### config.mk
export PLATFORM = sky130hd
export DESIGN_NAME = lspcTop
export DESIGN_NICKNAME = d
export VERILOG_FILES = /design/src/logic/lspcBusPkg.sv /design/src/logic/lspcVideoPkg.sv /design/src/logic/lspcBusPort.sv /design/src/logic/lspcVramPort.sv /design/src/logic/lspcTimer.sv /design/src/logic/lspcRaster.sv /design/src/logic/lspcIrqCtrl.sv /design/src/logic/lspcTop.sv
export SDC_FILE = /design/constraint.sdc
export NUM_CORES = 1
export LEC_CHECK = 0
export BUFFER_PORTS_ARGS = -buffer_cell sky130_fd_sc_hd__buf_4
export CORE_ASPECT_RATIO = 1.75
export CORE_MARGIN = 2
export CORE_UTILIZATION = 64
export DETAILED_ROUTE_END_ITERATION = 8
export GPL_TIMING_DRIVEN = 0
export PLACE_DENSITY_LB_ADDON = 0.08
export SLEW_MARGIN = 20
export SYNTH_ARGS = -nofsm -noshare
export SYNTH_HDL_FRONTEND = slang
export SYNTH_SLANG_ARGS = --single-unit
### constraint.sdc
create_clock -name clk24M -period 7.1 [get_ports clk24M]
set_input_delay 0.71 -clock clk24M [delete_from_list [all_inputs] [get_ports clk24M]]
set_output_delay 0.71 -clock clk24M [all_outputs]
set_load 0.03 [all_outputs]
### src/logic/lspcBusPkg.sv
`default_nettype none

package lspcBusPkg;

	// CPU side data word
	typedef logic [15:0] cpuWord;

	// Word index on the CPU bus, M68K address bits 3..1
	typedef logic [2:0] regAddr;

	// Bit 15 selects the zone, 14..0 is the offset
	typedef logic [15:0] vramAddr;

	// Register map
	localparam regAddr addrVramAddr  = 3'd0;    // Set address, triggers a read
	localparam regAddr addrVramData  = 3'd1;    // Write data, then advance
	localparam regAddr addrModulo    = 3'd2;
	localparam regAddr addrMode      = 3'd3;
	localparam regAddr addrTimerHigh = 3'd4;    // Reload bits 31..16
	localparam regAddr addrTimerLow  = 3'd5;    // Reload bits 15..0
	localparam regAddr addrIrqAck    = 3'd6;
	localparam regAddr addrTimerStop = 3'd7;

	// One register write as seen by the engines
	typedef struct packed {
		logic strobe;       // Single cycle
		regAddr addr;
		cpuWord data;
	} regWrite;

endpackage

`default_nettype wire

### src/logic/lspcVideoPkg.sv
`default_nettype none

package lspcVideoPkg;

	typedef logic [8:0] lineCount;      // Vertical count
	typedef logic [31:0] timerWord;
	typedef logic [2:0] aaCount;        // Auto-animation frame
	typedef logic [2:0] irqBits;

	// Bit positions in irqBits
	localparam int irqVBlank   = 0;
	localparam int irqTimer    = 1;
	localparam int irqColdBoot = 2;

	// Mode register, same order as data bits 15..3 of the write
	typedef struct packed {
		logic [7:0] aaSpeed;        // Frames per AA step, minus one
		logic [2:0] timerMode;      // Reload on low write / vblank / zero
		logic timerIrqEn;
		logic aaDisable;
	} lspcMode;

endpackage

`default_nettype wire

### src/logic/lspcBusPort.sv
`timescale 1ns/1ps
`default_nettype none

module lspcBusPort
	import lspcBusPkg::*;
	import lspcVideoPkg::*;
#(
	parameter bit palMode = 1'b0
)
(
	input wire clk24M,
	input wire nRESET,
	input wire regAddr cpuAddr,
	input wire cpuWord cpuDataIn,
	input wire nLspWe,
	input wire nLspOe,
	input wire cpuWord readBuffer,
	input wire cpuWord modulo,
	input wire lineCount vCount,
	input wire aaCount aa,
	output regWrite regWr,
	output lspcMode mode,
	output cpuWord cpuDataOut,
	output logic cpuDataOutEn
);

	logic [2:0] weSync;     // Two sync flops plus one of history
	logic [1:0] oeSync;
	logic weFall;
	logic strobe;
	regAddr wrAddr;
	cpuWord wrData;
	cpuWord modeReadback;

	// Falling edge of the write strobe, seen after the second flop
	assign weFall = ~weSync[1] & weSync[2];

	always_ff @(posedge clk24M)
	begin
		if (!nRESET)
		begin
			weSync <= 3'b111;       // Strobes idle high
			oeSync <= 2'b11;
			strobe <= 1'b0;
		end
		else
		begin
			weSync <= {weSync[1:0], nLspWe};
			oeSync <= {oeSync[0], nLspOe};
			strobe <= weFall;
		end
	end

	// CPU holds address and data stable while nLspWe is low
	always_ff @(posedge clk24M)
	begin
		if (weFall)
		begin
			wrAddr <= cpuAddr;
			wrData <= cpuDataIn;
		end
	end

	assign regWr = '{strobe: strobe, addr: wrAddr, data: wrData};

	// Mode register, bits 2..0 of the data are not stored
	always_ff @(posedge clk24M)
	begin
		if (!nRESET)
			mode <= '0;
		else if (strobe && wrAddr == addrMode)
			mode <= lspcMode'(wrData[15:3]);
	end

	// Line, three zeros, video mode, AA frame
	assign modeReadback = {vCount, 3'b000, palMode, aa};

	// Drive only on a read, never during a write
	assign cpuDataOutEn = ~oeSync[1] & weSync[1];

	always_comb
	begin
		case (cpuAddr)
			addrVramAddr, addrVramData, addrTimerHigh, addrTimerLow:
				cpuDataOut = readBuffer;
			addrModulo, addrIrqAck:
				cpuDataOut = modulo;
			default:
				cpuDataOut = modeReadback;      // Indexes 3 and 7
		endcase
	end

	// No back-pressure, engines need 4 cycles between writes
	writeSpacing: assert property (@(posedge clk24M) disable iff (!nRESET)
		strobe |-> !$past(strobe, 1) && !$past(strobe, 2) && !$past(strobe, 3))
		else $error("CPU writes closer than 4 cycles");

endmodule

`default_nettype wire

### src/logic/lspcVramPort.sv
`timescale 1ns/1ps
`default_nettype none

module lspcVramPort
	import lspcBusPkg::*;
(
	input wire clk24M,
	input wire nRESET,
	input wire regWrite regWr,
	input wire cpuWord vramRdData,
	output vramAddr vramAddrOut,
	output cpuWord vramWrData,
	output logic vramWe,
	output cpuWord readBuffer,
	output cpuWord modulo
);

	vramAddr addrReg;
	cpuWord modReg;
	cpuWord readBuf;
	cpuWord writeBuf;
	logic weReg;
	logic [1:0] readPipe;       // Address out, then data back
	logic [14:0] nextOffset;
	logic setAddr;
	logic writeData;
	logic setModulo;

	assign setAddr = regWr.strobe && regWr.addr == addrVramAddr;
	assign writeData = regWr.strobe && regWr.addr == addrVramData;
	assign setModulo = regWr.strobe && regWr.addr == addrModulo;

	// Offset wraps in 15 bits
	assign nextOffset = addrReg[14:0] + modReg[14:0];

	always_ff @(posedge clk24M)
	begin
		if (!nRESET)
		begin
			addrReg <= '0;
			modReg <= '0;
			readBuf <= '0;
			weReg <= 1'b0;
			readPipe <= '0;
		end
		else
		begin
			readPipe <= {readPipe[0], setAddr};
			weReg <= writeData;             // One cycle at the old address
			if (setAddr)
				addrReg <= regWr.data;
			else if (weReg)
				addrReg <= {addrReg[15], nextOffset};   // Zone bit kept
			if (setModulo)
				modReg <= regWr.data;
			if (readPipe[1])
				readBuf <= vramRdData;      // Memory answers one cycle after the address
		end
	end

	// Held until the next data write
	always_ff @(posedge clk24M)
	begin
		if (!nRESET)
			writeBuf <= '0;
		else if (writeData)
			writeBuf <= regWr.data;
	end

	assign vramAddrOut = addrReg;
	assign vramWrData = writeBuf;
	assign vramWe = weReg;
	assign readBuffer = readBuf;
	assign modulo = modReg;

	// Each data write makes a single write cycle
	singleWrite: assert property (@(posedge clk24M) disable iff (!nRESET)
		vramWe |-> !$past(vramWe))
		else $error("vramWe high for two cycles");

endmodule

`default_nettype wire

### src/logic/lspcTimer.sv
`timescale 1ns/1ps
`default_nettype none

module lspcTimer
	import lspcBusPkg::*;
	import lspcVideoPkg::*;
(
	input wire clk24M,
	input wire nRESET,
	input wire regWrite regWr,
	input wire lspcMode mode,
	input wire vBlank,
	input wire vBlankLevel,
	output logic timerEvent
);

	timerWord reload;
	timerWord count;
	logic stopBit;          // Pause during blanking, for PAL
	logic paused;
	logic atZero;
	logic highWrite;
	logic lowWrite;

	assign highWrite = regWr.strobe && regWr.addr == addrTimerHigh;
	assign lowWrite = regWr.strobe && regWr.addr == addrTimerLow;
	assign paused = stopBit & vBlankLevel;
	assign atZero = (count == '0) && !paused;

	always_ff @(posedge clk24M)
	begin
		if (!nRESET)
		begin
			reload <= '0;
			stopBit <= 1'b0;
			count <= '0;
			timerEvent <= 1'b0;
		end
		else
		begin
			timerEvent <= atZero & mode.timerIrqEn;
			if (highWrite)
				reload[31:16] <= regWr.data;
			if (lowWrite)
				reload[15:0] <= regWr.data;
			if (regWr.strobe && regWr.addr == addrTimerStop)
				stopBit <= regWr.data[0];

			// Reload sources in priority order
			if (lowWrite && mode.timerMode[0])
				count <= {reload[31:16], regWr.data};   // New low half
			else if (vBlank && mode.timerMode[1])
				count <= reload;
			else if (atZero && mode.timerMode[2])
				count <= reload;
			else if (!paused)
				count <= count - 1'b1;      // Wraps without auto reload
		end
	end

endmodule

`default_nettype wire

### src/logic/lspcRaster.sv
`timescale 1ns/1ps
`default_nettype none

module lspcRaster
	import lspcVideoPkg::*;
#(
	parameter int lineLength = 384,
	parameter int frameLines = 264,
	parameter int vBlankLine = 248
)
(
	input wire clk24M,
	input wire nRESET,
	input wire lspcMode mode,
	output lineCount vCount,
	output aaCount aa,
	output logic vBlank,
	output logic vBlankLevel
);

	localparam int hBits = $clog2(lineLength);
	localparam logic [hBits-1:0] lastPixel = hBits'(lineLength - 1);
	localparam lineCount lastLine = lineCount'(frameLines - 1);
	localparam lineCount blankStart = lineCount'(vBlankLine);

	logic [hBits-1:0] hCount;
	lineCount nextLine;
	logic lineEnd;
	logic [7:0] frameCnt;       // Frames since last AA step

	assign lineEnd = hCount == lastPixel;
	assign nextLine = (vCount == lastLine) ? '0 : vCount + 1'b1;

	always_ff @(posedge clk24M)
	begin
		if (!nRESET)
		begin
			hCount <= '0;
			vCount <= '0;
			vBlank <= 1'b0;
			vBlankLevel <= 1'b0;
		end
		else
		begin
			vBlank <= 1'b0;
			if (lineEnd)
			begin
				hCount <= '0;
				vCount <= nextLine;
				vBlank <= nextLine == blankStart;       // First pixel of the blank line
				vBlankLevel <= nextLine >= blankStart;  // Drops at frame wrap
			end
			else
				hCount <= hCount + 1'b1;
		end
	end

	// One frame tick per vertical blank
	always_ff @(posedge clk24M)
	begin
		if (!nRESET)
		begin
			frameCnt <= '0;
			aa <= '0;
		end
		else if (vBlank)
		begin
			if (frameCnt == mode.aaSpeed)
			begin
				frameCnt <= '0;
				if (!mode.aaDisable)
					aa <= aa + 1'b1;
			end
			else
				frameCnt <= frameCnt + 1'b1;
		end
	end

endmodule

`default_nettype wire

### src/logic/lspcIrqCtrl.sv
`timescale 1ns/1ps
`default_nettype none

module lspcIrqCtrl
	import lspcBusPkg::*;
	import lspcVideoPkg::*;
(
	input wire clk24M,
	input wire nRESET,
	input wire regWrite regWr,
	input wire vBlank,
	input wire timerEvent,
	output irqBits irqPending
);

	irqBits ackBits;
	irqBits setBits;

	// Ack data bit 1 clears that pending bit
	assign ackBits = (regWr.strobe && regWr.addr == addrIrqAck) ? regWr.data[2:0] : '0;

	always_comb
	begin
		setBits = '0;
		setBits[irqVBlank] = vBlank;
		setBits[irqTimer] = timerEvent;     // Cold boot only comes from reset
	end

	always_ff @(posedge clk24M)
	begin
		if (!nRESET)
			irqPending <= irqBits'(1 << irqColdBoot);
		else
			irqPending <= (irqPending & ~ackBits) | setBits;   // Set beats clear
	end

endmodule

`default_nettype wire

### src/logic/lspcTop.sv
`timescale 1ns/1ps
`default_nettype none

module lspcTop
	import lspcBusPkg::*;
	import lspcVideoPkg::*;
#(
	parameter int lineLength = 384,
	parameter int frameLines = 264,
	parameter int vBlankLine = 248,
	parameter bit palMode = 1'b0
)
(
	input wire clk24M,
	input wire nRESET,
	input wire regAddr cpuAddr,
	input wire cpuWord cpuDataIn,
	input wire nLspWe,
	input wire nLspOe,
	input wire cpuWord vramRdData,
	output cpuWord cpuDataOut,
	output logic cpuDataOutEn,
	output vramAddr vramAddrOut,
	output cpuWord vramWrData,
	output logic vramWe,
	output irqBits irqPending
);

	regWrite regWr;         // To every engine
	lspcMode mode;
	cpuWord readBuffer;
	cpuWord modulo;
	lineCount vCount;
	aaCount aa;
	logic vBlank;           // Single cycle
	logic vBlankLevel;
	logic timerEvent;

	lspcBusPort #(
		.palMode(palMode)
	) i_lspcBusPort (
		.clk24M(clk24M),
		.nRESET(nRESET),
		.cpuAddr(cpuAddr),
		.cpuDataIn(cpuDataIn),
		.nLspWe(nLspWe),
		.nLspOe(nLspOe),
		.readBuffer(readBuffer),
		.modulo(modulo),
		.vCount(vCount),
		.aa(aa),
		.regWr(regWr),
		.mode(mode),
		.cpuDataOut(cpuDataOut),
		.cpuDataOutEn(cpuDataOutEn)
	);

	lspcVramPort i_lspcVramPort (
		.clk24M(clk24M),
		.nRESET(nRESET),
		.regWr(regWr),
		.vramRdData(vramRdData),
		.vramAddrOut(vramAddrOut),
		.vramWrData(vramWrData),
		.vramWe(vramWe),
		.readBuffer(readBuffer),
		.modulo(modulo)
	);

	lspcTimer i_lspcTimer (
		.clk24M(clk24M),
		.nRESET(nRESET),
		.regWr(regWr),
		.mode(mode),
		.vBlank(vBlank),
		.vBlankLevel(vBlankLevel),
		.timerEvent(timerEvent)
	);

	lspcRaster #(
		.lineLength(lineLength),
		.frameLines(frameLines),
		.vBlankLine(vBlankLine)
	) i_lspcRaster (
		.clk24M(clk24M),
		.nRESET(nRESET),
		.mode(mode),
		.vCount(vCount),
		.aa(aa),
		.vBlank(vBlank),
		.vBlankLevel(vBlankLevel)
	);

	lspcIrqCtrl i_lspcIrqCtrl (
		.clk24M(clk24M),
		.nRESET(nRESET),
		.regWr(regWr),
		.vBlank(vBlank),
		.timerEvent(timerEvent),
		.irqPending(irqPending)
	);

endmodule

`default_nettype wire

# Yosys cells after proc, flatten, opt, wreduce, memory -nomap -nowiden
# Cells that the tools add are included.
[totals]
out_inout_bits = 53
register_bits = 205
input_bits = 39
wordCells = 95
[op_classes]
bitwise = 11
magnitude_cmp = 1
eq_ne = 17
mux = 10
n_addsub = 6
reduce_logical = 22
[op_table]
columns = ["operator", "count"]
rows = [
  ["32-bit two-way mux", 4],
  ["32-bit zero test", 1],
  ["16-bit one-hot mux with 2 select lines", 1],
  ["32-bit by 1-bit subtractor with 32-bit output (second input constant)", 1],
  ["3-bit equality test (second input constant)", 7],
  ["9-bit by 1-bit adder with 9-bit output (second input constant)", 2],
  ["9-bit equality test (second input constant)", 2],
  ["16-bit two-way mux", 1],
  ["15-bit adder", 1],
  ["15-bit two-way mux", 1],
  ["1-bit logical AND", 12],
  ["3-bit by 2-bit equality test with 1-bit output (second input constant)", 3],
  ["9-bit by 8-bit equality test with 1-bit output (second input constant)", 1],
  ["9-bit by 8-bit >= comparator with 1-bit output (second input constant)", 1],
  ["9-bit two-way mux", 1],
  ["8-bit by 1-bit adder with 8-bit output (second input constant)", 1],
  ["8-bit equality test", 1],
  ["8-bit two-way mux", 1],
  ["3-bit by 1-bit equality test with 1-bit output (second input constant)", 2],
  ["3-bit zero test", 2],
  ["1-bit bitwise AND", 4],
  ["4-bit inequality test (second input constant)", 1],
  ["1-bit inverter", 4],
  ["2-bit OR reduction", 2],
  ["other kinds (10)", 10],
]

# Logic depth before layout (Yosys ltp)
# Gate-level depths: netlist (run 1).
[logic_depth]
ltp_word = 7
ltp_mapped = 9
mapped_depth_nobuf = 8

# By module
# A second synthesis (run 1) with hierarchy kept.
[hier_totals]
hier_cells = 1124
hier_area_um2 = 9798.1
[by_module_without_submodules]
columns = ["module", "seq_area_each_um2", "instances", "cells_each", "area_each_um2"]
rows = [
  ["lspcTimer", 1321.3, 1, 435, 3483.3],
  ["lspcVramPort", 1341.3, 1, 363, 3052.9],
  ["lspcBusPort", 950.9, 1, 145, 1607.8],
  ["lspcRaster", 620.6, 1, 169, 1541.5],
  ["lspcIrqCtrl", 60.1, 1, 12, 112.6],
]

# Worst setup path before layout (run 1)
# OpenSTA, ideal clock, no wires.
[synth_timing]
path_kind = "input to output"
start = "input cpuAddr[0]"
end = "output cpuDataOut[0]"
required_time_ps = 6390
path_slack_ps = 4351
arrival_time_ps = 2039
path_buffers = 2
path_stages = 4
cell_sequence = "clkbuf_1 clkbuf_1 mux2i_1 a21oi_1"
[synth_via]
elab_chain_len = 3
[synth_rtl]
columns = ["item", "line", "rtl"]
rows = [
  ["from (decl)", "lspcTop.sv:16", "input wire regAddr cpuAddr,"],
  ["3-bit by 1-bit equality test with 1-bit output (tied with other cells)", "lspcBusPort.sv:83", "case (cpuAddr)"],
  ["4-bit OR reduction / 2-bit OR reduction (equally long branches)", "lspcBusPort.sv:83", ""],
  ["16-bit one-hot mux with 2 select lines (*)", "lspcBusPort.sv:83", ""],
  ["to (decl)", "lspcTop.sv:21", "output cpuWord cpuDataOut,"],
]
# Every way passes the cells marked *; elsewhere a longest branch is shown, timed or not.

# Final worst setup path (run 1)
[layout_timing]
start = "register i_lspcTimer.count[18]"
end = "register i_lspcTimer.count[29]"
[layout_via]
elab_chain_len = 6
[layout_rtl]
columns = ["item", "line", "rtl"]
rows = [
  ["from (decl)", "lspcTimer.sv:18", "timerWord count;"],
  ["from (signal assigned)", "lspcTimer.sv:51", "count <= {reload[31:16], regWr.data};"],
  ["from (signal assigned)", "lspcTimer.sv:53", "count <= reload;"],
  ["from (signal assigned)", "lspcTimer.sv:55", "count <= reload;"],
  ["branches (longest 6 deep; another with 32-bit by 1-bit subtractor with 32-bit output)", "-", ""],
]
# Several ways; the timed one is not identified. The select of a mux whose other input is x is not followed.
# A chain may end at the register's enable or synchronous reset.

==> summary.md, run 1 <==
| Metric | Value |
|---|---|
| Total wire length | `28.1 mm` |
| First DRT Iteration DRCs | `560` |
| DRC | `0` |
| Final hold vios | `0` |
| Flop pwr share | `0.448` |
| Placed cells | `1384` |
| Critical path depth | `8` |
| Final number of max-transition violations | `0` |
| Post-synth EDFFs | `19` |
| # diodes | `0` |
| Area of the mapped netlist | `9410 µm²` |
| Root buf cell | `clkbuf_16` |
| CTS H-Tree Depth | `1` |
| Core area | `14400 µm²` |
| Remaining Overflow, GRT | `0` |
| Port Buffers | `90` |
| Routed vias | `8774` |
| # IOs | `92` |
| Leak Pwr | `0.00410 µW` |
| Worst reg-to-reg setup slack | `3.94 ns` |
| Hold crit path type | `primary input to flop` |
| Logic pwr share | `0.197` |
| Startpoint types | `flop` |
| Routability cong. | `1.02` |
| Chip height | `164 µm` |
| Layout Skew | `0.0121 ns` |
| Nets | `1285` |
| Clk slew on worst S/H paths | `0.07 ns` |
| Initial antenna violation count | `0` |
| Multi-input gate area | `4810 µm²` |
| Min Tclk post-route | `3.16 ns` |
| Max rail drop VDD | `0.302 mV` |
| Post-Place Worst Slack | `4.00 ns` |
| Power share of the clock group | `0.355` |
| Clk sink count | `205` |
| Post-DRT Antenna Nets | `0` |
| CTS Buf Count | `19` |
| R2R depth | `8` |
| Hold path depth | `1` |
| R2R Path End | `i_lspcTimer.count[29]$_SDFFE_PN0P_` |
| Synth Net Count | `1173` |
| Critical path cell sequence | `or4_4, or4_1, buf_2, nor4_4, nor3_1, clkbuf_1, o21ai_0, a21oi_1` |
| Unrepaired setup endpoints after global routing | `false` |
| F_max | `0.316 GHz` |
| Relative slew slack | `0.323` |
| FFs w/ async S/R, synth | `0` |
| Final setup violation count | `0` |
| Max_cap viols | `0` |
| Final Cycle Share | `0.446` |
| Hold EP | `i_lspcBusPort.wrData[6]$_DFFE_PP_` |
| Drt pass-1 iters | `7` |
| Die area | `15700 µm²` |
| Wire per inst | `19.8 µm` |
| Share of cells above drive strength 1 | `0.116` |
| P_int | `2100 µW` |
| Hold_buf cts | `0` |
| Synth Warn # | `0` |
| Crit-path leading delay family | `simple AND/OR/NAND/NOR gates` |
| Setup CP Type | `flop to flop` |
| Outcome | `finished clean` |
| Worst path slowest cell | `nor4_4` |
| Worst Tran Pin Value | `1.01 ns` |
| First-pass GRT wire length | `42.7 mm` |
| Post-route setup slack | `3.94 ns` |
| CTS Buffer Depth | `3` |
| Critical Path RT | `7.45 ns` |
| Number of fill cells in the layout | `1095` |
| Clk Latency, worst-skew pair | `0.49 ns` |
| CP arrival | `3.51 ns` |
| Crit. Startpoint | `i_lspcTimer.count[18]$_SDFFE_PN0P_` |
| Die Wd | `95.7 µm` |
| Overall routing resource usage | `0.354` |
| Distinct cell type count after synthesis | `65` |
| Synth-to-layout area growth | `16.7%` |
| Rows | `58` |
| Vias in the first global route | `8438` |
| Crit-path max cell delay | `0.63 ns` |
| Crit-path max FO | `10` |
| Fin Setup TNS | `0 ns` |
| Largest net degree at the start of global routing | `18` |
| Worst r2r src | `i_lspcTimer.count[18]$_SDFFE_PN0P_` |
| Post-CTS Resized | `0` |
| Post-CTS Setup Inserts | `0` |
| Synthesized area per cell | `8.46 µm²` |
| Sequential cell area | `4290 µm²` |
| Post-detail-place hpwl | `20.4 mm` |
| Gate count of the mapped netlist | `1113` |
| #FFs+latches synth | `205` |
| Switching pwr | `872 µW` |
| Vias per cell | `6.19` |
| PD cells | `270 nW/µm²` |
| Worst Path Buf+Inv | `2` |
| Critical path endpoint category | `flop` |
| Layout Cells excl Fill | `1417` |
| CTS tree | `done` |
| Hold_sp | `cpuDataIn[6]` |
| Ys flop type | `dfxtp_1` |
| Starting Density | `0.655` |
| Sw Share | `0.294` |
| Register area share after synthesis | `0.456` |
cell usage in the layout, fill, tap and decap left out, types with 16 or more instances in the layout:
master / Yosys / final
a211oi_1: 18 / 18
a21oi_1: 114 / 114
a31oi_1: 18 / 18
buf_4: 0 / 90
clkbuf_1: 57 / 58
clkbuf_16: 0 / 20
dfxtp_1: 186 / 186
edfxtp_1: 19 / 19
ha_1: 20 / 20
inv_1: 16 / 16
mux2i_1: 41 / 41
nand2_1: 206 / 206
nand3_1: 22 / 22
nor2_1: 95 / 95
nor3_1: 21 / 21
nor4_1: 21 / 20
o21ai_0: 50 / 50
xnor2_1: 41 / 41
xor2_1: 24 / 24
layer usage:
metal	share of wire	up-vias	global-route usage	wire, µm
li1	-	4126	-	-
met1	0.34	4095	0.350	9550
met2	0.52	400	0.650	14500
met3	0.063	153	0.0516	1760
met4	0.081	0	0.254	2280
met5	0	-	0	0
flip-flops by register name, summed over array words and instances (netlist names), 2 cells and up:
| register | flops |
|---|---|
| i_lspcTimer.count | 32 |
| i_lspcTimer.reload | 32 |
| i_lspcBusPort.wrData | 16 |
| i_lspcVramPort.modulo | 16 |
| i_lspcVramPort.readBuffer | 16 |
| i_lspcVramPort.vramAddrOut | 16 |
| i_lspcVramPort.vramWrData | 16 |
| i_lspcBusPort.mode | 13 |
| i_lspcRaster.hCount | 9 |
| i_lspcRaster.vCount | 9 |
| i_lspcRaster.frameCnt | 8 |
| i_lspcBusPort.weSync | 3 |
| i_lspcBusPort.wrAddr | 3 |
| i_lspcIrqCtrl.irqPending | 3 |
| i_lspcRaster.aa | 3 |
| i_lspcBusPort.oeSync | 2 |
| i_lspcVramPort.readPipe | 2 |
worst reg2reg max path: cells and delay by family (launching register included):
family | cells | cell delay [ns]
buffers and inverters | 2 | 0.47
DFF | 1 | 0.35
and+or+nand+nor | 4 | 1.90
AOI/OAI and AO/OA | 2 | 0.30
final cells by class:
| type | count | share of cell area |
|---|---|---|
| sequential | 205 | 0.391 |
| inverter | 17 | 0.00581 |
| multi-input combinational | 826 | 0.438 |
| clock inverter | 7 | 0.00706 |
| clock buffer | 26 | 0.0522 |
| timing repair buffer | 91 | 0.0629 |
| buffer | 65 | 0.0231 |
| tap | 180 | 0.0205 |
worst max-delay path by stage:
| stage | slack (ns) | endpoint |
|---|---|---|
| 3_5_place_dp | 4.00 | i_lspcTimer.count[29]$_SDFFE_PN0P_ |
| 3_3_place_gp | 4.03 | i_lspcTimer.count[29]$_SDFFE_PN0P_ |
| 2_1_floorplan | 4.35 | cpuDataOut[0] |
| 5_1_grt | 3.79 | i_lspcTimer.count[31]$_SDFFE_PN0P_ |
| 4_1_cts | 3.98 | i_lspcTimer.count[29]$_SDFFE_PN0P_ |
| 6_report | 3.94 | i_lspcTimer.count[29]$_SDFFE_PN0P_ |
through the flow:
step	total power, µW	area (µm²)	hold WS (ns)	util
CTS	2960	11000	0.392	0.765
global placement	1910	10300	0.390	0.718
global route	3060	11000	0.388	0.765
detailed placement	1920	10300	0.399	0.719
finish	2970	11000	0.393	0.765
floorplan	1760	9410	0.386	-
power groups by stage:
stage / registers [µW] / logic [µW] / clock network, µW
after floorplan: 1320 / 440 / 0
after detailed placement: 1350 / 571 / 0
after CTS: 1320 / 578 / 1060
final: 1330 / 586 / 1050
after global placement: 1350 / 560 / 0
after global routing: 1330 / 629 / 1100
synthesized netlist by cell type (all sizes together), types with 21 or more instances:
| master | instances | share of area |
|---|---|---|
| nor4 | 22 | 0.016 |
| o21ai | 50 | 0.027 |
| nand3 | 23 | 0.013 |
| nor3 | 21 | 0.011 |
| nor2 | 96 | 0.039 |
| nand2 | 206 | 0.082 |
| a21oi | 114 | 0.061 |
| dfxtp | 186 | 0.40 |
| mux2i | 41 | 0.044 |
| clkbuf | 57 | 0.023 |
| xor2 | 24 | 0.022 |
| xnor2 | 41 | 0.038 |
kinds of logic after synthesis:
family,share of synthesized area
simple gates,0.219
xor+xnor,0.0605
buf+inv,0.0338
flops,0.456
fa+ha+maj,0.0287
compound gates,0.157
mux,0.0448
Note: power is estimated with default switching activity, not from simulation.
==> run 2: changes to the inputs <==
--- a/config.mk
+++ b/config.mk
@@ -5,10 +5,11 @@
 export SDC_FILE = /design/constraint.sdc
 export NUM_CORES = 1
 export LEC_CHECK = 0
+export ABC_AREA = 1
 export BUFFER_PORTS_ARGS = -buffer_cell sky130_fd_sc_hd__buf_4
 export CORE_ASPECT_RATIO = 1.75
 export CORE_MARGIN = 2
-export CORE_UTILIZATION = 64
+export CORE_UTILIZATION = 60
 export DETAILED_ROUTE_END_ITERATION = 8
 export GPL_TIMING_DRIVEN = 0
 export PLACE_DENSITY_LB_ADDON = 0.08
==> constraint.sdc (replaced) <==
create_clock -name clk24M -period 3.2 [get_ports clk24M]
set_input_delay 0.32 -clock clk24M [delete_from_list [all_inputs] [get_ports clk24M]]
set_output_delay 0.32 -clock clk24M [all_outputs]
set_load 0.03 [all_outputs]
==> run 2 against run 1 <==
Setup slack got worse by 3.2 ns. Sequential power rose by 120%. Critical path depth rose by 6. Register-to-register slack got worse by 3.2 ns. Clock-buffer cell count rose by 2. Combinational power rose to 3.0 times the previous value. Clock power rose by 140%. Critical endpoint is now i_lspcTimer.count[15]$_SDFFE_PN0P_. Largest power group unchanged.
==> summary.md, run 2 <==
| Metric | Value |
|---|---|
| DRC | `0` |
| Synth Warn # | `0` |
| Crit-path max FO | `10` |
| Unrepaired setup endpoints after global routing | `false` |
| Post-CTS Setup Inserts | `0` |
| Layout Skew | `0.0164 ns` |
| R2R depth | `14` |
| First DRT Iteration DRCs | `652` |
| F_max | `0.410 GHz` |
| Critical path depth | `14` |
| XOR/XNOR share of the synthesized area | `0.0411` |
| Most frequent cell after synthesis | `nand2_1` |
| CP arrival | `2.84 ns` |
| Die area | `17400 µm²` |
| Die Wd | `101 µm` |
| Vias per cell | `5.76` |
| Power share of the clock group | `0.350` |
| Outcome | `finished clean` |
| Min Tclk post-route | `2.44 ns` |
| CTS tree | `done` |
| Post-synthesis mux area share | `0` |
| CTS Buffer Depth | `3` |
| Gate count of the mapped netlist | `1339` |
| Post-detail-place hpwl | `23.0 mm` |
| CTS H-Tree Depth | `1` |
| Fin Setup TNS | `0 ns` |
| Core area | `16000 µm²` |
| Biggest regs | `i_lspcTimer.count (32), i_lspcTimer.reload (32)` |
| Sequential cell area | `4290 µm²` |
| Vias in the first global route | `9484` |
| Synthesized area per cell | `7.32 µm²` |
| Leak Pwr | `0.00504 µW` |
| Root buf cell | `clkbuf_16` |
| Final setup violation count | `0` |
| Post-DRT Antenna Nets | `0` |
| Worst path slowest cell | `ha_1` |
| Wire per inst | `18.4 µm` |
| Logic pwr share | `0.242` |
| # IOs | `92` |
| Crit-path leading delay family | `simple AND/OR/NAND/NOR gates` |
| Register area share after synthesis | `0.438` |
| Post-layout util | `0.727` |
| Hold crit path type | `primary input to flop` |
| Post-synth EDFFs | `19` |
| CTS Buf Count | `20` |
| Overall routing resource usage | `0.350` |
| Ys flop type | `dfxtp_1` |
| #FFs+latches synth | `205` |
| Largest family of logic cells by synthesized area | `simple AND/OR/NAND/NOR gates` |
| Routability cong. | `0.958` |
| Final hold vios | `0` |
| Drt pass-1 iters | `5` |
| Crit. Startpoint | `i_lspcTimer.count[0]$_SDFFE_PN0P_` |
| Leading area contributor after synthesis | `dfxtp_1` |
| Critical Path RT | `3.60 ns` |
| Startpoint types | `flop` |
| Worst r2r src | `i_lspcTimer.count[0]$_SDFFE_PN0P_` |
| Most frequent cells in the layout | `nand2_1 (230), dfxtp_1 (186), inv_1 (159)` |
| Rows | `61` |
| Sw Share | `0.322` |
| FFs w/ async S/R, synth | `0` |
| Worst Tran Pin Value | `0.785 ns` |
| Worst Path Buf+Inv | `3` |
| Area of the mapped netlist | `9800 µm²` |
| Total wire length | `30.8 mm` |
| Largest net degree at the start of global routing | `17` |
| Nets | `1528` |
| Post-synth top cells | `nand2_1 (230), dfxtp_1 (186), inv_1 (159)` |
| Crit-path max cell delay | `0.34 ns` |
| Synth-to-layout area growth | `18.3%` |
| Multi-input gate area | `4660 µm²` |
| PD cells | `626 nW/µm²` |
| Commonest non-fill, non-tap cell in the layout | `nand2_1` |
| Final number of max-transition violations | `0` |
| Max rail drop VDD | `0.456 mV` |
| Initial antenna violation count | `0` |
| Chip height | `173 µm` |
| Distinct cell type count after synthesis | `41` |
| Ranking of synthesized cells by area | `dfxtp_1 (38%), nand2_1 (8.8%), o21ai_0 (8.0%)` |
| Remaining Overflow, GRT | `0` |
| Synth Net Count | `1399` |
| Flop pwr share | `0.408` |
| Switching pwr | `2340 µW` |
| Worst Setup EP | `i_lspcTimer.count[15]$_SDFFE_PN0P_` |
| Clk Latency, worst-skew pair | `0.50 ns` |
| Relative slew slack | `0.475` |
| Share of the synthesized area in the top cell type | `0.380` |
| Setup CP Type | `flop to flop` |
| P_int | `4920 µW` |
| Synthesized-area fraction occupied by adder cells | `0.0276` |
| Post-synthesis compound-gate area fraction | `0.177` |
| First-pass GRT wire length | `47.6 mm` |
| R2R Path End | `i_lspcTimer.count[15]$_SDFFE_PN0P_` |
| Hold_buf cts | `15` |
| Critical path cell sequence | `inv_1, ha_1, nand2_2, nor2_4, nand2_2, nor2_4, nand3_4, nand2_4, inv_4, nand2_4, buf_4, nand2_1, a21oi_1, nor2_1` |
| Share of cells above drive strength 1 | `0.108` |
| Clk slew on worst S/H paths | `0.07 ns` |
| Routed vias | `9619` |
| Max_cap viols | `0` |
| Port Buffers | `90` |
| Number of fill cells in the layout | `1365` |
| Clk sink count | `205` |
| Final Cycle Share | `0.762` |
| # diodes | `0` |
| Worst reg-to-reg setup slack | `0.76 ns` |
| Post-CTS Resized | `0` |
| Starting Density | `0.614` |
| Synth Area in Simple Gates | `0.229` |
| Critical path endpoint category | `flop` |
## run 2: cell types whose count changed in the layout (fill, tap and decap cells not counted), moves of 16 or more
cell / delta
nand3_1: +47
mux2i_1: -41
a211oi_1: -17
dlygate4sd3_1: +16
o21ai_0: +107
nor2_1: +60
nand2_1: +24
inv_1: +143
xnor2_1: -29
a21oi_1: +23
## run 2: metal layers
metal / global-route usage / share of wire / up-vias
met5: 0 / 0 / -
met4: 0.242 / 0.082 / 0
met3: 0.0469 / 0.057 / 143
met2: 0.644 / 0.52 / 402
met1: 0.350 / 0.34 / 4417
li1: - / - / 4657
## run 2: worst min path at each step
stage,startpoint,to,depth (start not counted)
2_1_floorplan,i_lspcVramPort.readPipe[0]$_SDFF_PN0_,i_lspcVramPort.readPipe[1]$_SDFF_PN0_,2
3_3_place_gp,i_lspcBusPort.oeSync[0]$_SDFF_PN1_,i_lspcBusPort.oeSync[1]$_SDFF_PN1_,1
3_5_place_dp,i_lspcBusPort.weSync[0]$_SDFF_PN1_,i_lspcBusPort.weSync[1]$_SDFF_PN1_,1
4_1_cts,cpuDataIn[1],i_lspcBusPort.wrData[1]$_DFFE_PP_,1
5_1_grt,nLspOe,i_lspcBusPort.oeSync[0]$_SDFF_PN1_,2
6_report,nLspWe,i_lspcBusPort.weSync[0]$_SDFF_PN1_,2
## run 2: cells by family after synthesis
group                      count (synthesis)
buffers and inverters                    214
DFF                                      205
AOI/OAI and AO/OA                        329
and+or+nand+nor                          524
xor gates and xnor gates                  46
adders and majority gates                 21
## run 2: worst reg2reg max path: stages, from the launching register on
cell and delay, ns:
dfxtp_1 0.33, inv_1 0.09, ha_1 0.34, nand2_2 0.17, nor2_4 0.25, nand2_2 0.10, nor2_4 0.14, nand3_4 0.15
nand2_4 0.18, inv_4 0.07, nand2_4 0.08, buf_4 0.18, nand2_1 0.08, a21oi_1 0.12, nor2_1 0.05
## run 2: layout make-up
cell class | instances | area share
buffer | 51 | 0.0201
clock buffer | 28 | 0.0502
clock inverter | 8 | 0.0107
inverter | 163 | 0.0530
multi-input combinational | 920 | 0.402
sequential | 205 | 0.370
tap | 189 | 0.0204
timing repair buffer | 107 | 0.0734
## run 2: stage by stage
stage / total power, µW / instances / setup slack (ns) / hold WS (ns) / area [µm²]
4_1_cts: 7260 / 1670 / 0.805 / 0.00286 / 11600
5_1_grt: 7620 / 1671 / 0.583 / 0.00309 / 11600
3_3_place_gp: 4720 / 1618 / 0.850 / 0.395 / 10700
2_1_floorplan: 4280 / 1339 / 1.31 / 0.390 / 9800
6_report: 7260 / 1671 / 0.761 / 0.00738 / 11600
3_5_place_dp: 4740 / 1619 / 0.831 / 0.403 / 10700
## run 2: power by group through the flow
stage	sequential, µW	clock (µW)	combinational (µW)
after floorplan	2960	0	1320
after global placement	3010	0	1710
after detailed placement	3010	0	1730
after CTS	2960	2550	1750
after global routing	2990	2650	1980
final	2960	2540	1760
==> run 3: changes to the inputs <==
--- a/config.mk
+++ b/config.mk
@@ -9,7 +9,7 @@
 export BUFFER_PORTS_ARGS = -buffer_cell sky130_fd_sc_hd__buf_4
 export CORE_ASPECT_RATIO = 1.75
 export CORE_MARGIN = 2
-export CORE_UTILIZATION = 60
+export CORE_UTILIZATION = 54
 export DETAILED_ROUTE_END_ITERATION = 8
 export GPL_TIMING_DRIVEN = 0
 export PLACE_DENSITY_LB_ADDON = 0.08
==> constraint.sdc (replaced) <==
create_clock -name clk24M -period 2 [get_ports clk24M]
set_input_delay 0.2 -clock clk24M [delete_from_list [all_inputs] [get_ports clk24M]]
set_output_delay 0.2 -clock clk24M [all_outputs]
set_load 0.03 [all_outputs]
==> run 3 against run 2 <==
Via count rose by 0.68%. Non-clock buffer count increased by 30. Highest routed layer is now met5. Clock skew decreased by 0.0062 ns. Worst hold slack got worse by 0.0022 ns. Setup slack worse by 0.68 ns. Largest power group unchanged. Routed wire length rose by 5.0%. Clock power is 60% higher.
==> summary.md, run 3 (same netlist as run 2, synthesis figures left out) <==
| Metric | Value |
|---|---|
| Biggest regs | `i_lspcTimer.count (32), i_lspcTimer.reload (32)` |
| Final number of max-transition violations | `0` |
| Nets | `1558` |
| Layout Skew | `0.0102 ns` |
| First-pass GRT wire length | `48.6 mm` |
| Routability cong. | `0.930` |
| Worst Tran Pin Value | `0.832 ns` |
| PD cells | `983 nW/µm²` |
| M3 GR Usage | `0.0354` |
| Flop pwr share | `0.400` |
| Remaining Overflow, GRT | `0` |
| Clk Latency, worst-skew pair | `0.50 ns` |
| Drt pass-1 iters | `5` |
| Final setup violation count | `0` |
| Final Power | `11900 µW` |
| Power share of the clock group | `0.341` |
| Core area | `17900 µm²` |
| Leak Pwr | `0.00528 µW` |
| P_int | `8030 µW` |
| Post-layout util | `0.679` |
| # diodes | `0` |
| First DRT Iteration DRCs | `654` |
| F_max | `0.520 GHz` |
| Final hold vios | `0` |
| Sw Share | `0.328` |
| M2 GR Usage | `0.622` |
| Crit-path max FO | `9` |
| DRC | `0` |
| Number of fill cells in the layout | `1595` |
| CTS Buf Count | `20` |
| Placed cells | `1664` |
| Post-DRT Antenna Nets | `0` |
| Met1 Use GR | `0.330` |
| Setup CP Type | `flop to flop` |
| Post-detail-place hpwl | `23.4 mm` |
| Routed vias | `9684` |
| Initial antenna violation count | `1` |
| Outcome | `finished clean` |
| Multi-input gate area | `4800 µm²` |
| Vias in the first global route | `9302` |
| Layout Cells excl Fill | `1746` |
| Hold crit path type | `primary input to flop` |
| Logic pwr share | `0.259` |
| CTS tree | `done` |
| Root buf cell | `clkbuf_16` |
| Port Buffers | `90` |
| Sequential cell area | `4300 µm²` |
| Max rail drop VDD | `0.790 mV` |
| Commonest non-fill, non-tap cell in the layout | `nand2_1` |
| Largest net degree at the start of global routing | `17` |
| CP arrival | `2.31 ns` |
| Clk sink count | `205` |
| Worst reg-to-reg setup slack | `0.08 ns` |
| Switching pwr | `3920 µW` |
| Critical Path RT | `2.39 ns` |
| Layer with the highest usage | `met2` |
| Vias per cell | `5.55` |
| Critical path endpoint category | `flop` |
| Die Wd | `106 µm` |
| Startpoint types | `flop` |
| Min Hold Slack | `0.00522 ns` |
| CTS H-Tree Depth | `1` |
| Most frequent cells in the layout | `nand2_1 (225), dfxtp_1 (185), o21ai_0 (156)` |
| Clk slew on worst S/H paths | `0.07 ns` |
| Relative slew slack | `0.446` |
| Overall routing resource usage | `0.323` |
| # IOs | `92` |
| Min Tclk post-route | `1.92 ns` |
| Max_cap viols | `0` |
| Die area | `19300 µm²` |
| Wire per inst | `18.5 µm` |
| Synth-to-layout area growth | `24.0%` |
| Rows | `65` |
| Final Cycle Share | `0.961` |
| Chip height | `182 µm` |
| Share of cells above drive strength 1 | `0.145` |
| CTS Buffer Depth | `3` |
| Total wire length | `32.3 mm` |
| Starting Density | `0.548` |
-- run 3: changes by cell type in the layout (fill, tap and decap cells not counted), sizes merged --
cell         change
clkbuf           -1
inv              -1
clkinv           +4
dlygate4sd3      +9
buf             +19
-- run 3: layer usage --
layer  wire, µm  part of all wire
met5         13           0.00040
met4       2310             0.071
met3       1680             0.052
met2      17200              0.53
met1      11100              0.34
-- run 3: repair_timing --
action	CTS	global route
endpoints found under the hold margin	25	0
pin swaps	3	6
gates cloned	0	4
gates resized for setup	12	53
endpoints found under the setup margin	50	72
buffers inserted	5	12
hold buffers	25	0
-- run 3: path summary, 6_finish.rpt --
check / startpoint / end / depth (start not counted)
worst max-delay path: i_lspcTimer.count[0]$_SDFFE_PN0P_ / i_lspcTimer.count[15]$_SDFFE_PN0P_ / 13
worst min-delay path: vramRdData[5] / i_lspcVramPort.readBuffer[5]$_SDFFE_PN0P_ / 3
worst max register to register: i_lspcTimer.count[0]$_SDFFE_PN0P_ / i_lspcTimer.count[15]$_SDFFE_PN0P_ / 13
worst min register to register: i_lspcBusPort.oeSync[0]$_SDFF_PN1_ / i_lspcBusPort.oeSync[1]$_SDFF_PN1_ / 1
-- run 3: area by class of cell --
cell class | instances | area share
sequential | 205 | 0.353
clock inverter | 11 | 0.0115
buffer | 51 | 0.0224
inverter | 163 | 0.0509
tap | 234 | 0.0241
clock buffer | 25 | 0.0471
timing repair buffer | 137 | 0.0954
multi-input combinational | 920 | 0.395
-- run 3: stage by stage --
stage	worst slack [ns]	setup TNS [ns]	instance area (µm²)
finish	0.0783	0	12200
global route	-0.0228	-0.0861	12200
CTS	0.000228	0	11800
detailed placement	-0.317	-9.79	10800
global placement	-0.281	-8.99	10800
floorplan	0.108	0	9800
-- run 3: critical path, stage by stage, from the launching register on --
cell and delay (ns):
dfxtp_1 0.33, inv_2 0.09, ha_4 0.16, nand2_4 0.08, nor2_4 0.15, nand2_2 0.08, nor2_4 0.12, nand3_4 0.12
buf_12 0.16, nand3_4 0.11, buf_6 0.15, o21ai_0 0.08, a21oi_1 0.14, nor2_1 0.05
-- run 3: power groups by stage --
stage / clock (µW) / combinational, µW / sequential [µW]
6_report: 4070 / 3100 / 4780
5_1_grt: 4260 / 3450 / 4820
4_1_cts: 4090 / 2890 / 4740
3_5_place_dp: 0 / 2730 / 4830
3_3_place_gp: 0 / 2700 / 4820
2_1_floorplan: 0 / 2110 / 4740
